--- src/radio_pkg.sv ---
////////////////////
// Shared types for the radio control plane: settings addresses,
// readback selects, decoder states and the bus structs.
// Modules take it in by a wildcard import in their header.
////////////////////

package radio_pkg;

   // Complex sample, I in the upper half and Q in the lower half
   localparam int SAMPLE_W = 32;

   // Free-running time counter width
   localparam int TIME_W = 64;

   ////////////////////
   // Settings bus addresses

   typedef enum logic [7:0] {
      SR_LOOPBACK   = 8'd6,
      SR_TEST       = 8'd21,
      SR_CODEC_IDLE = 8'd22,
      SR_READBACK   = 8'd32,
      SR_TIME_HI    = 8'd128,
      SR_TIME_LO    = 8'd129
   } sr_addr_e;

   ////////////////////
   // Readback selects, anything else reads zero

   typedef enum logic [2:0] {
      RB_TEST     = 3'd0,
      RB_TIME     = 3'd1,
      RB_FRONTEND = 3'd3
   } rb_sel_e;

   // Command decoder FSM
   typedef enum logic [1:0] {
      ST_HEADER,
      ST_PAYLOAD,
      ST_ISSUE,
      ST_WAIT_RESP
   } dec_state_e;

   ////////////////////
   // Bus structs

   // One beat of a control or response packet
   typedef struct packed {
      logic [63:0] tdata;
      logic        tlast;   // Last beat of the packet
   } stream_beat_t;

   // Settings bus write
   typedef struct packed {
      logic        stb;     // One cycle per write
      sr_addr_e    addr;
      logic [31:0] data;
   } set_bus_t;

endpackage

--- src/ctrl_decoder.sv ---
////////////////////
// Control packet decoder. Takes two-beat packets (header, then
// address/data payload) and issues one settings-bus write each.
// Holds off the next packet until its response has gone out.
////////////////////

`timescale 1ns/1ns

module ctrl_decoder
   import radio_pkg::*;
(
   input  logic         bus_clk,
   input  logic         i_reset,
   input  stream_beat_t i_ctrl,
   input  logic         i_ctrl_tvalid,
   output logic         o_ctrl_tready,
   output set_bus_t     o_set,
   output logic [63:0]  o_header,
   output logic         o_issue,
   input  logic         i_resp_done
);

   dec_state_e  state;
   logic [63:0] header_r;
   logic [63:0] payload_r;
   logic        ctrl_xfer;

   assign o_ctrl_tready = (state == ST_HEADER) || (state == ST_PAYLOAD);
   assign ctrl_xfer     = i_ctrl_tvalid && o_ctrl_tready;

   always_ff @(posedge bus_clk) begin
      if (i_reset) begin
         state <= ST_HEADER;
      end else begin
         case (state)
            ST_HEADER: begin
               // A lone beat with tlast is not a command, drop it
               if (ctrl_xfer && !i_ctrl.tlast)
                  state <= ST_PAYLOAD;
            end
            ST_PAYLOAD: begin
               if (ctrl_xfer)
                  state <= ST_ISSUE;
            end
            ST_ISSUE:     state <= ST_WAIT_RESP;  // Strobe lasts this one cycle
            ST_WAIT_RESP: if (i_resp_done) state <= ST_HEADER;
            default:      state <= ST_HEADER;
         endcase
      end
   end

   // Header and payload capture
   always_ff @(posedge bus_clk) begin
      if (ctrl_xfer && (state == ST_HEADER))
         header_r <= i_ctrl.tdata;
      if (ctrl_xfer && (state == ST_PAYLOAD))
         payload_r <= i_ctrl.tdata;
   end

   assign o_set.stb  = (state == ST_ISSUE);
   assign o_set.addr = sr_addr_e'(payload_r[39:32]);  // Address byte
   assign o_set.data = payload_r[31:0];
   assign o_issue    = (state == ST_ISSUE);
   assign o_header   = header_r;

endmodule

--- src/radio_settings.sv ---
////////////////////
// Setting registers written from the settings bus, the loadable
// time counter, and the TX/RX front-end registers with loopback.
////////////////////

`timescale 1ns/1ns

module radio_settings
   import radio_pkg::*;
#(
   parameter logic [SAMPLE_W-1:0] IDLE_DEFAULT = '0
) (
   input  logic                bus_clk,
   input  logic                i_reset,
   input  set_bus_t            i_set,
   input  logic [SAMPLE_W-1:0] i_rx,
   input  logic                i_tx_run,
   input  logic [SAMPLE_W-1:0] i_tx_sample,
   output logic [SAMPLE_W-1:0] o_tx,
   output logic [SAMPLE_W-1:0] o_rx_fe,
   output logic [31:0]         o_test_value,
   output logic [TIME_W-1:0]   o_vita_time,
   output rb_sel_e             o_rb_sel
);

   logic                loopback;
   logic [31:0]         test_r;
   logic [SAMPLE_W-1:0] codec_idle;
   rb_sel_e             rb_sel_r;
   logic [31:0]         time_hi;
   logic [TIME_W-1:0]   vita_time;

   ////////////////////
   // Setting registers

   always_ff @(posedge bus_clk) begin
      if (i_reset) begin
         loopback   <= 1'b0;
         test_r     <= '0;
         codec_idle <= IDLE_DEFAULT;
         rb_sel_r   <= RB_TEST;
         time_hi    <= '0;
      end else if (i_set.stb) begin
         case (i_set.addr)
            SR_LOOPBACK:   loopback   <= i_set.data[0];
            SR_TEST:       test_r     <= i_set.data;
            SR_CODEC_IDLE: codec_idle <= i_set.data[SAMPLE_W-1:0];
            SR_READBACK:   rb_sel_r   <= rb_sel_e'(i_set.data[2:0]);
            SR_TIME_HI:    time_hi    <= i_set.data;  // Held until the low word lands
            default: ;
         endcase
      end
   end

   ////////////////////
   // Time counter

   // Loads as one 64-bit value on the low-word write
   always_ff @(posedge bus_clk) begin
      if (i_reset)
         vita_time <= '0;
      else if (i_set.stb && (i_set.addr == SR_TIME_LO))
         vita_time <= {time_hi, i_set.data};
      else
         vita_time <= vita_time + TIME_W'(1);
   end

   ////////////////////
   // Front end

   always_ff @(posedge bus_clk) begin
      o_tx    <= i_tx_run ? i_tx_sample : codec_idle;  // Idle pattern when not running
      o_rx_fe <= loopback ? o_tx : i_rx;               // Digital loopback TX to RX
   end

   assign o_test_value = test_r;
   assign o_vita_time  = vita_time;
   assign o_rb_sel     = rb_sel_r;

endmodule

--- src/readback_responder.sv ---
////////////////////
// Response sender. On each issue pulse it returns the command
// header, then the selected readback word with tlast set.
////////////////////

`timescale 1ns/1ns

module readback_responder
   import radio_pkg::*;
(
   input  logic                bus_clk,
   input  logic                i_reset,
   input  logic                i_issue,
   input  logic [63:0]         i_header,
   input  rb_sel_e             i_rb_sel,
   input  logic [31:0]         i_test_value,
   input  logic [TIME_W-1:0]   i_vita_time,
   input  logic [SAMPLE_W-1:0] i_tx_word,
   input  logic [SAMPLE_W-1:0] i_rx_fe,
   output stream_beat_t        o_resp,
   output logic                o_resp_tvalid,
   input  logic                i_resp_tready,
   output logic                o_resp_done
);

   logic        resp_valid;
   logic        word_beat;    // Second beat is on the bus
   logic [63:0] rb_word;
   logic [63:0] word_r;
   logic        resp_xfer;

   // Readback select
   always_comb begin
      case (i_rb_sel)
         RB_TEST:     rb_word = {32'd0, i_test_value};
         RB_TIME:     rb_word = i_vita_time;
         RB_FRONTEND: rb_word = {i_tx_word, i_rx_fe};
         default:     rb_word = 64'd0;
      endcase
   end

   assign resp_xfer = resp_valid && i_resp_tready;

   always_ff @(posedge bus_clk) begin
      if (i_reset) begin
         resp_valid <= 1'b0;
         word_beat  <= 1'b0;
      end else if (i_issue) begin
         resp_valid <= 1'b1;
         word_beat  <= 1'b0;
      end else if (resp_xfer) begin
         resp_valid <= !word_beat;  // Done after the word beat
         word_beat  <= !word_beat;
      end
   end

   // Sample the word as the header leaves, then hold it under back-pressure
   always_ff @(posedge bus_clk) begin
      if (resp_xfer && !word_beat)
         word_r <= rb_word;
   end

   assign o_resp.tdata  = word_beat ? word_r : i_header;
   assign o_resp.tlast  = word_beat;
   assign o_resp_tvalid = resp_valid;
   assign o_resp_done   = resp_xfer && word_beat;

endmodule

--- src/radio_core.sv ---
////////////////////
// Radio control plane top level. Control packets decode into
// settings writes, each answered by a readback response.
////////////////////

`timescale 1ns/1ns

module radio_core
   import radio_pkg::*;
#(
   parameter logic [SAMPLE_W-1:0] IDLE_DEFAULT = '0
) (
   input  logic                bus_clk,
   input  logic                i_reset,
   input  stream_beat_t        i_ctrl,
   input  logic                i_ctrl_tvalid,
   output logic                o_ctrl_tready,
   output stream_beat_t        o_resp,
   output logic                o_resp_tvalid,
   input  logic                i_resp_tready,
   input  logic [SAMPLE_W-1:0] i_rx,
   input  logic                i_tx_run,
   input  logic [SAMPLE_W-1:0] i_tx_sample,
   output logic [SAMPLE_W-1:0] o_tx,
   output logic [SAMPLE_W-1:0] o_rx_fe
);

   set_bus_t          set_bus;
   logic [63:0]       header;
   logic              issue;
   logic              resp_done;
   logic [31:0]       test_value;
   logic [TIME_W-1:0] vita_time;
   rb_sel_e           rb_sel;

   ////////////////////
   // Decode, execute, respond

   ctrl_decoder ctrl_decoder0 (
      .bus_clk       (bus_clk),
      .i_reset       (i_reset),
      .i_ctrl        (i_ctrl),
      .i_ctrl_tvalid (i_ctrl_tvalid),
      .o_ctrl_tready (o_ctrl_tready),
      .o_set         (set_bus),
      .o_header      (header),
      .o_issue       (issue),
      .i_resp_done   (resp_done)
   );

   radio_settings #(.IDLE_DEFAULT(IDLE_DEFAULT)) radio_settings0 (
      .bus_clk      (bus_clk),
      .i_reset      (i_reset),
      .i_set        (set_bus),
      .i_rx         (i_rx),
      .i_tx_run     (i_tx_run),
      .i_tx_sample  (i_tx_sample),
      .o_tx         (o_tx),
      .o_rx_fe      (o_rx_fe),
      .o_test_value (test_value),
      .o_vita_time  (vita_time),
      .o_rb_sel     (rb_sel)
   );

   readback_responder readback_responder0 (
      .bus_clk       (bus_clk),
      .i_reset       (i_reset),
      .i_issue       (issue),
      .i_header      (header),
      .i_rb_sel      (rb_sel),
      .i_test_value  (test_value),
      .i_vita_time   (vita_time),
      .i_tx_word     (o_tx),      // TX front end feeds the readback too
      .i_rx_fe       (o_rx_fe),
      .o_resp        (o_resp),
      .o_resp_tvalid (o_resp_tvalid),
      .i_resp_tready (i_resp_tready),
      .o_resp_done   (resp_done)
   );

endmodule

--- config.mk ---
export PLATFORM = sky130hd
export DESIGN_NAME = radio_core
export DESIGN_NICKNAME = d
export VERILOG_FILES = /design/src/radio_pkg.sv /design/src/ctrl_decoder.sv /design/src/radio_settings.sv /design/src/readback_responder.sv /design/src/radio_core.sv
export SDC_FILE = /design/constraint.sdc
export NUM_CORES = 1
export LEC_CHECK = 0
export BUFFER_PORTS_ARGS = -buffer_cell sky130_fd_sc_hd__buf_4
export CORE_ASPECT_RATIO = 0.6
export CORE_MARGIN = 1
export CORE_UTILIZATION = 57
export DETAILED_ROUTE_END_ITERATION = 10
export PLACE_DENSITY = 0.9
export SLEW_MARGIN = 10
export SYNTH_ARGS = -nofsm -noshare
export SYNTH_HDL_FRONTEND = slang
export SYNTH_HIERARCHICAL = 1
export SYNTH_SLANG_ARGS = --single-unit
--- constraint.sdc ---
create_clock -name bus_clk -period 3.8 [get_ports bus_clk]
set_clock_uncertainty 0.05 [all_clocks]
set_input_delay 0 -clock bus_clk [delete_from_list [all_inputs] [get_ports bus_clk]]
set_output_delay 0 -clock bus_clk [all_outputs]
set_load 0.005 [all_outputs]
==> results of run 1 <==
## state kept, by name, summed over array words and instances, names as in the netlist, 2 cells and up
signal,cells
ctrl_decoder0/payload_r,40
radio_settings0/o_vita_time,64
radio_settings0/time_hi,32
radio_settings0/codec_idle,32
ctrl_decoder0/o_header,64
radio_settings0/o_rb_sel,3
radio_settings0/o_test_value,32
radio_settings0/o_rx_fe,32
ctrl_decoder0/state,2
readback_responder0/word_r,64
radio_settings0/o_tx,32
## what timing repair did
item	4_1_cts	5_1_grt
hold endpoints to repair	222	0
hold buffers	132	0
setup buffers	0	0
## metrics by stage
step	instances	cell area (um^2)	power (mW)	hold slack [ns]	util, %
global route	2231	21600	10.4	0.0255	74.6
global placement	2031	19100	6.22	0.129	65.9
detailed placement	2031	19100	6.27	0.130	65.9
finish	2232	21600	10.2	0.0253	74.6
CTS	2231	21600	10.1	0.00447	74.6
floorplan	1451	17000	5.59	0.0228	-
## synthesized netlist by cell type, types with 6 or more instances
cell	instances
a211oi_1	79
a21boi_0	20
a21boi_1	13
a21oi_1	35
and3_1	19
and4_1	12
buf_1	7
buf_2	29
buf_4	6
buf_6	6
clkbuf_1	47
dfxtp_1	232
edfxtp_1	168
inv_1	10
mux2_1	64
mux2_2	64
mux2i_1	133
nand2_1	101
nand3_1	46
nand4_1	32
nor2_1	163
nor3_1	16
nor4_1	22
or3_1	6
xnor2_1	16
xor2_1	28
## routing by layer
| metal | up-vias | track usage, % | share of wire [%] | wire length [um] |
|---|---|---|---|---|
| met1 | 6650 | 50.3 | 44 | 23500 |
| li1 | 6012 | - | - | - |
| met5 | - | 0 | 0.026 | 14 |
| met4 | 2 | 9.49 | 2.4 | 1270 |
| met3 | 106 | 8.09 | 10 | 5600 |
| met2 | 843 | 51.9 | 43 | 23300 |
## worst paths after layout
kind	end	slack [ns]	cells after the start
worst max-delay path	radio_settings0/o_vita_time[40]	0.78	7
worst max register to register	radio_settings0/o_vita_time[40]	0.78	7
worst min register to register	radio_settings0/time_hi[13]	0.41	2
worst min-delay path	radio_settings0/o_tx[1]	0.03	2
## area by class of cell
type	count	share of cell area, %
multi-input cells	940	31.2
repair buffers	412	15.9
clock buffers	47	4.83
flip-flops and latches	400	44.8
diodes	1	0.0116
well taps	400	2.31
clock inverters	21	0.786
inverters	11	0.191
## cell families after synthesis
logic type	count (synthesis)	share of synthesized area (%)
buffers and inverters	111	3.39
adders and majority gates	5	0.368
AOI/OAI and AO/OA	174	7.43
xor gates and xnor gates	44	2.27
and+or+nand+nor	456	13.2
muxes	261	16.3
DFF	400	57.0
## layout by cell type (no fill, tap or decap), types with 7 or more instances in the layout
master	synthesis	routed
a211oi_1	79	79
clkbuf_16	0	39
and3_1	19	19
nand4_1	32	32
nor2_1	163	163
dfxtp_1	232	228
buf_4	6	278
nand2_1	101	100
nand3_1	46	46
nor3_1	16	16
a21boi_0	20	20
edfxtp_1	168	168
a21boi_1	13	13
nor4_1	22	21
mux2_2	64	64
mux2i_1	133	133
inv_1	10	9
mux2_1	64	64
dlygate4sd3_1	1	132
a21oi_1	35	35
clkinvlp_4	0	7
and4_1	12	12
xor2_1	28	28
xnor2_1	16	16
## power by group through the flow
stage | combinational [mW] | clock, mW | sequential (mW)
after global routing | 1.34 | 3.95 | 5.14
after detailed placement | 1.09 | 0 | 5.18
after CTS | 1.22 | 3.76 | 5.09
after global placement | 1.06 | 0 | 5.16
after floorplan | 0.524 | 0 | 5.07
final | 1.27 | 3.77 | 5.11
==> impl_metrics.py, run 1 <==
metrics = {
    "status": {
        "status": "finished clean",
    },
    "timing": {
        "max_freq_mhz": 331,
        "slew_violations": 0,
        "finalSetupViolCount": 0,
        "rsz0062_at_grt": "no",
        "setup_tns_ns": 0,
        "postLayoutSetupSlackWorst_ns": 0.781,
        "worst_slew_pin_slew_ns": 1.24,
        "post-route-min-period_ns": 3.02,
        "finalCritPeriodShare_pct": 79.4,
        "finalHoldViolations": 0,
        "relSlewSlack_pct": 17.1,
    },
    "pwr": {
        "peakVddDrop_mv": 0.462,
        "seqPwrFrac_pct": 50.3,
        "power.internal_mw": 7.58,
        "p_sw_mw": 2.58,
        "swShare_pct": 25.4,
        "p_leak_nw": 8.38,
        "combPwrFrac_pct": 12.5,
        "power_frac_clock_pct": 37.2,
        "powerDensity_mw_per_mm2": 469,
    },
    "clock_tree": {
        "cts.sinks": 400,
        "numCtsBuffers": 37,
        "cts_tree": "built",
        "clk_latency_ns": 0.55,
        "cts_resized": 0,
        "cts-root-buf": "clkbuf_16",
        "htree_levels": 2,
        "clk_pin_slew_ns": 0.07,
        "clockBufferDepth": 3,
    },
    "logic_synthesis": {
        "synthFlopType": "dfxtp_1",
        "syn_inst": 1451,
        "synth.largest_area_cell": "edfxtp_1",
        "yosysSeqAreaShare_pct": 57.0,
        "syn-cell-area_mm2": 0.0170,
        "ys_ff_latch": 400,
        "synth_edf_count": 168,
        "yosys_warnings": 6,
        "synth_area_leaders": "edfxtp_1 (30%), dfxtp_1 (27%), mux2i_1 (7.8%)",
        "synth_top_area_share_pct": 29.7,
        "synth_nets": 1590,
        "async_flop_share_pct": 0,
        "yosysUniqueCellTypes": 66,
        "avgSynthCellArea_um2": 11.7,
    },
    "worst_setup_path": {
        "critPathRequiredTime_ns": 4.13,
        "arrival_ns": 3.35,
        "max_stage_delay_ns": 0.89,
        "crit_chain": "inv_1, ha_1, or3b_2, or4_4, buf_4, nor2_1, a211oi_1",
        "cp-end-kind": "flop",
        "cp_top_family": "simple AND/OR/NAND/NOR gates",
        "crit_buf_inv": 2,
        "slowest_stage": "or4_4",
        "critPathMaxFanout": 98,
        "critical_path_class": "reg2reg",
        "cp-startpoint": "ctrl_decoder0/state[0]",
        "r2r-start": "ctrl_decoder0/state[0]",
        "start_kind": "flop",
    },
    "routing": {
        "ant_nets": 0,
        "wl_um": 53700,
        "detail_route.vias_per_cell": 6.10,
        "drcViolationCount": 0,
        "drt_iter0_markers": 1450,
        "drt-pass1-iter-count": 7,
        "vias": 13600,
        "wire_per_inst_um": 24.1,
    },
    "cells_and_area": {
        "nets": 1941,
        "synthToLayoutAreaGrowth_pct": 27.4,
        "fillers": 1907,
        "multi_input_area_mm2": 0.00675,
        "seqCellArea_mm2": 0.00970,
        "drive_gt1_share_pct": 23.6,
    },
    "floorplan": {
        "fp.dieH_um": 136,
        "die_w_um": 225,
        "start_util_pct": 58.6,
        "row_count": 48,
        "core_area_mm2": 0.0290,
        "io_pins": 265,
        "die_area_mm2": 0.0305,
    },
    "run": {
        "cap_violations": 0,
    },
    "placed_design": {
        "dp_worst_setup_slack_ns": 0.912,
        "routabilityCongestion": 0.944,
        "numPortBuffers": 264,
        "hpwl_um": 32800,
    },
    "global_route": {
        "track_usage_pct": 34.6,
        "grt_pass1_vias": 13100,
        "grt_pass1_wl_um": 79200,
        "antenna_found_initial": 2,
        "overflow": 0,
        "grt_max_degree": 103,
    },
    "hold_path": {
        "hold_class": "in2reg",
        "holdCritStartpoint": "i_tx_run",
    },
}
No activity file was read; power rests on OpenSTA's default activity.
==> run 2, diff against run 1 <==
Settings changed: ABC_AREA set to 1.
Clock period 3.8 ns to 3 ns, I/O delays scaled along.
==> run 2 against run 1 <==
Effect of this change: combinational power grew 62%; total power grew 31%; routed wire length grew 22%; final cell count grew 26%; die area grew 3.8%; synthesized cell count grew 40%; sequential share of layout area shrank 1.4 points; highest routed layer unchanged.
==> impl_metrics.py, run 2 <==
metrics = {
    "clock_tree": {
        "clockBufferDepth": 3,
        "clk_latency_ns": 0.54,
        "clk_pin_slew_ns": 0.06,
        "numCtsBuffers": 37,
        "htree_levels": 2,
        "post_cts_buffers": 0,
        "cts_tree": "built",
        "cts-root-buf": "clkbuf_16",
        "cts.sinks": 400,
    },
    "worst_setup_path": {
        "r2r-start": "readback_responder0/word_beat",
        "critPathMaxFanout": 39,
        "cp_top_family": "buffers and inverters",
        "crit_chain": "inv_2, nor2_1, inv_1, nand2_1, nand2_1, nor2_2, dlygate4sd3_1, nor2_1, nor2_1, dlygate4sd3_1",
        "max_stage_delay_ns": 0.59,
        "critical_path_class": "reg2reg",
        "arrival_ns": 3.12,
        "slowest_stage": "inv_2",
        "start_kind": "flop",
        "cpMostUsedCell": "nor2_1",
        "cp-startpoint": "readback_responder0/word_beat",
        "critPathRequiredTime_ns": 3.37,
        "crit_buf_inv": 4,
        "cp-end-kind": "flop",
    },
    "placed_design": {
        "routabilityCongestion": 1.03,
        "hpwl_um": 42900,
        "dp.cells": 2618,
        "numPortBuffers": 264,
    },
    "timing": {
        "whs_ns": 0.0243,
        "post-route-min-period_ns": 2.75,
        "finalSetupViolCount": 0,
        "rsz0062_at_grt": "no",
        "relSlewSlack_pct": 14.5,
        "finalCritPeriodShare_pct": 91.6,
        "setup_tns_ns": 0,
        "finalHoldViolations": 0,
        "worst_slew_pin_slew_ns": 1.28,
        "slew_violations": 0,
        "max_freq_mhz": 364,
    },
    "floorplan": {
        "io_pins": 265,
        "die_w_um": 229,
        "fp.dieH_um": 138,
        "core_area_mm2": 0.0302,
        "die_area_mm2": 0.0317,
        "row_count": 49,
        "start_util_pct": 58.5,
    },
    "logic_synthesis": {
        "avgSynthCellArea_um2": 8.69,
        "ys_ff_latch": 400,
        "syn_inst": 2031,
        "async_flop_share_pct": 0,
        "synth_area_leaders": "edfxtp_1 (29%), dfxtp_1 (26%), nand2_1 (11%)",
        "synth.largest_area_cell": "edfxtp_1",
        "yosysSeqAreaShare_pct": 54.9,
        "synth_nets": 2170,
        "synthFlopType": "dfxtp_1",
        "synth_top_area_share_pct": 28.6,
        "yosys.cell_count.top_type": "nand2_1",
        "yosys_warnings": 6,
        "synth_edf_count": 168,
        "syn-cell-area_mm2": 0.0176,
        "netlist_top_cells_count": "nand2_1 (513), dfxtp_1 (232), inv_1 (192)",
        "yosysUniqueCellTypes": 39,
    },
    "routing": {
        "drcViolationCount": 0,
        "wl_um": 65600,
        "drt-pass1-iter-count": 5,
        "drt_iter0_markers": 2535,
        "vias": 16700,
        "detail_route.vias_per_cell": 5.93,
        "wire_per_inst_um": 23.2,
        "ant_nets": 0,
    },
    "global_route": {
        "track_usage_pct": 40.7,
        "grt_max_degree": 78,
        "grt_pass1_vias": 15700,
        "antenna_found_initial": 7,
        "grt_pass1_wl_um": 96700,
        "overflow": 0,
    },
    "cells_and_area": {
        "final_common_cell": "nand2_1",
        "drive_gt1_share_pct": 18.7,
        "final_cell_mix": "nand2_1 (513), buf_4 (284), dfxtp_1 (230), inv_1 (190), nor2_1 (184)",
        "nets": 2523,
        "fin_util_pct": 74.1,
        "instances_no_fill": 2823,
        "synthToLayoutAreaGrowth_pct": 26.7,
    },
    "hold_path": {
        "hold_class": "in2reg",
        "holdCritStartpoint": "i_tx_run",
    },
    "pwr": {
        "p_leak_nw": 9.51,
        "peakVddDrop_mv": 0.668,
        "powerDensity_mw_per_mm2": 595,
    },
    "run": {
        "cap_violations": 0,
    },
    "status": {
        "status": "finished clean",
    },
}
## run 2: cell types whose count changed in the layout (fill, tap and decap cells not counted), sizes merged, moves of 19 or more
cell and change:
a21boi -33, and3 -19, nand3 +124, a211oi -47, a21oi +48, nor4 -22
nand2 +418, nor2 +35, inv +185, o21ai +183, mux2i -133, mux2 -96
## run 2: report_power, final
group / leakage [nW] / internal, mW / switching (mW)
clock network: 0.611 / 2.73 / 2.12
logic: 5.43 / 0.881 / 1.18
registers: 3.47 / 6.18 / 0.217
## run 2: worst paths after layout
| kind | endpoint | cells past startpoint | slack [ns] |
|---|---|---|---|
| worst min-delay path | radio_settings0/o_tx[30] | 2 | 0.02 |
| worst max-delay path | ctrl_decoder0/state[1] | 10 | 0.25 |
| worst min register to register | radio_settings0/o_tx[15] | 1 | 0.44 |
| worst max register to register | ctrl_decoder0/state[1] | 10 | 0.25 |
## run 2: cell families (layout without fill, tap and decap cells)
group	count (synthesis)	after routing	share of synthesized area (%)
flip-flops	400	400	54.9
other	0	2	0
XOR/XNOR	27	27	1.34
buffers and inverters	310	692	7.91
AO/OA/AOI/OAI	318	318	9.71
AND/OR/NAND/NOR	939	939	23.7
adder cells (fa/ha/maj)	5	5	0.355
multiplexers	32	32	2.04
## run 2: layout make-up
| type | count | area [um^2] |
|---|---|---|
| diodes | 2 | 5.00 |
| clock buffers | 61 | 1190 |
| clock inverters | 7 | 43.8 |
| fillers | 2051 | 7810 |
| inverters | 200 | 753 |
| multi-input cells | 1321 | 6570 |
| flip-flops and latches | 400 | 9690 |
| well taps | 408 | 510 |
| repair buffers | 424 | 3580 |
## run 2: repair_timing
action | 4_1_cts | 5_1_grt
hold endpoints to repair | 185 | 0
gates resized for setup | 0 | 0
hold buffers | 135 | 0
## run 2: worst register-to-register path, stage by stage (launching register included)
cell and delay, ns:
dfxtp_2 0.33, inv_2 0.59, nor2_1 0.17, inv_1 0.09, nand2_1 0.05, nand2_1 0.06, nor2_2 0.04, dlygate4sd3_1 0.57
nor2_1 0.10, nor2_1 0.05, dlygate4sd3_1 0.55
## run 2: layer usage
layer / routed length, um / track usage [%]
met1: 26700 / 58.8
met2: 27400 / 58.2
met3: 10100 / 14.9
met4: 1310 / 8.70
met5: 67 / 0
## run 2: stage by stage
step / worst slack, ns / area, um^2 / total power [mW]
6_report: 0.251 / 22400 / 13.3
5_1_grt: 0.0994 / 22300 / 13.7
4_1_cts: 0.294 / 22300 / 13.2
3_5_place_dp: 0.705 / 19800 / 8.29
3_3_place_gp: 0.765 / 19800 / 8.21
2_1_floorplan: 0.206 / 17600 / 7.25
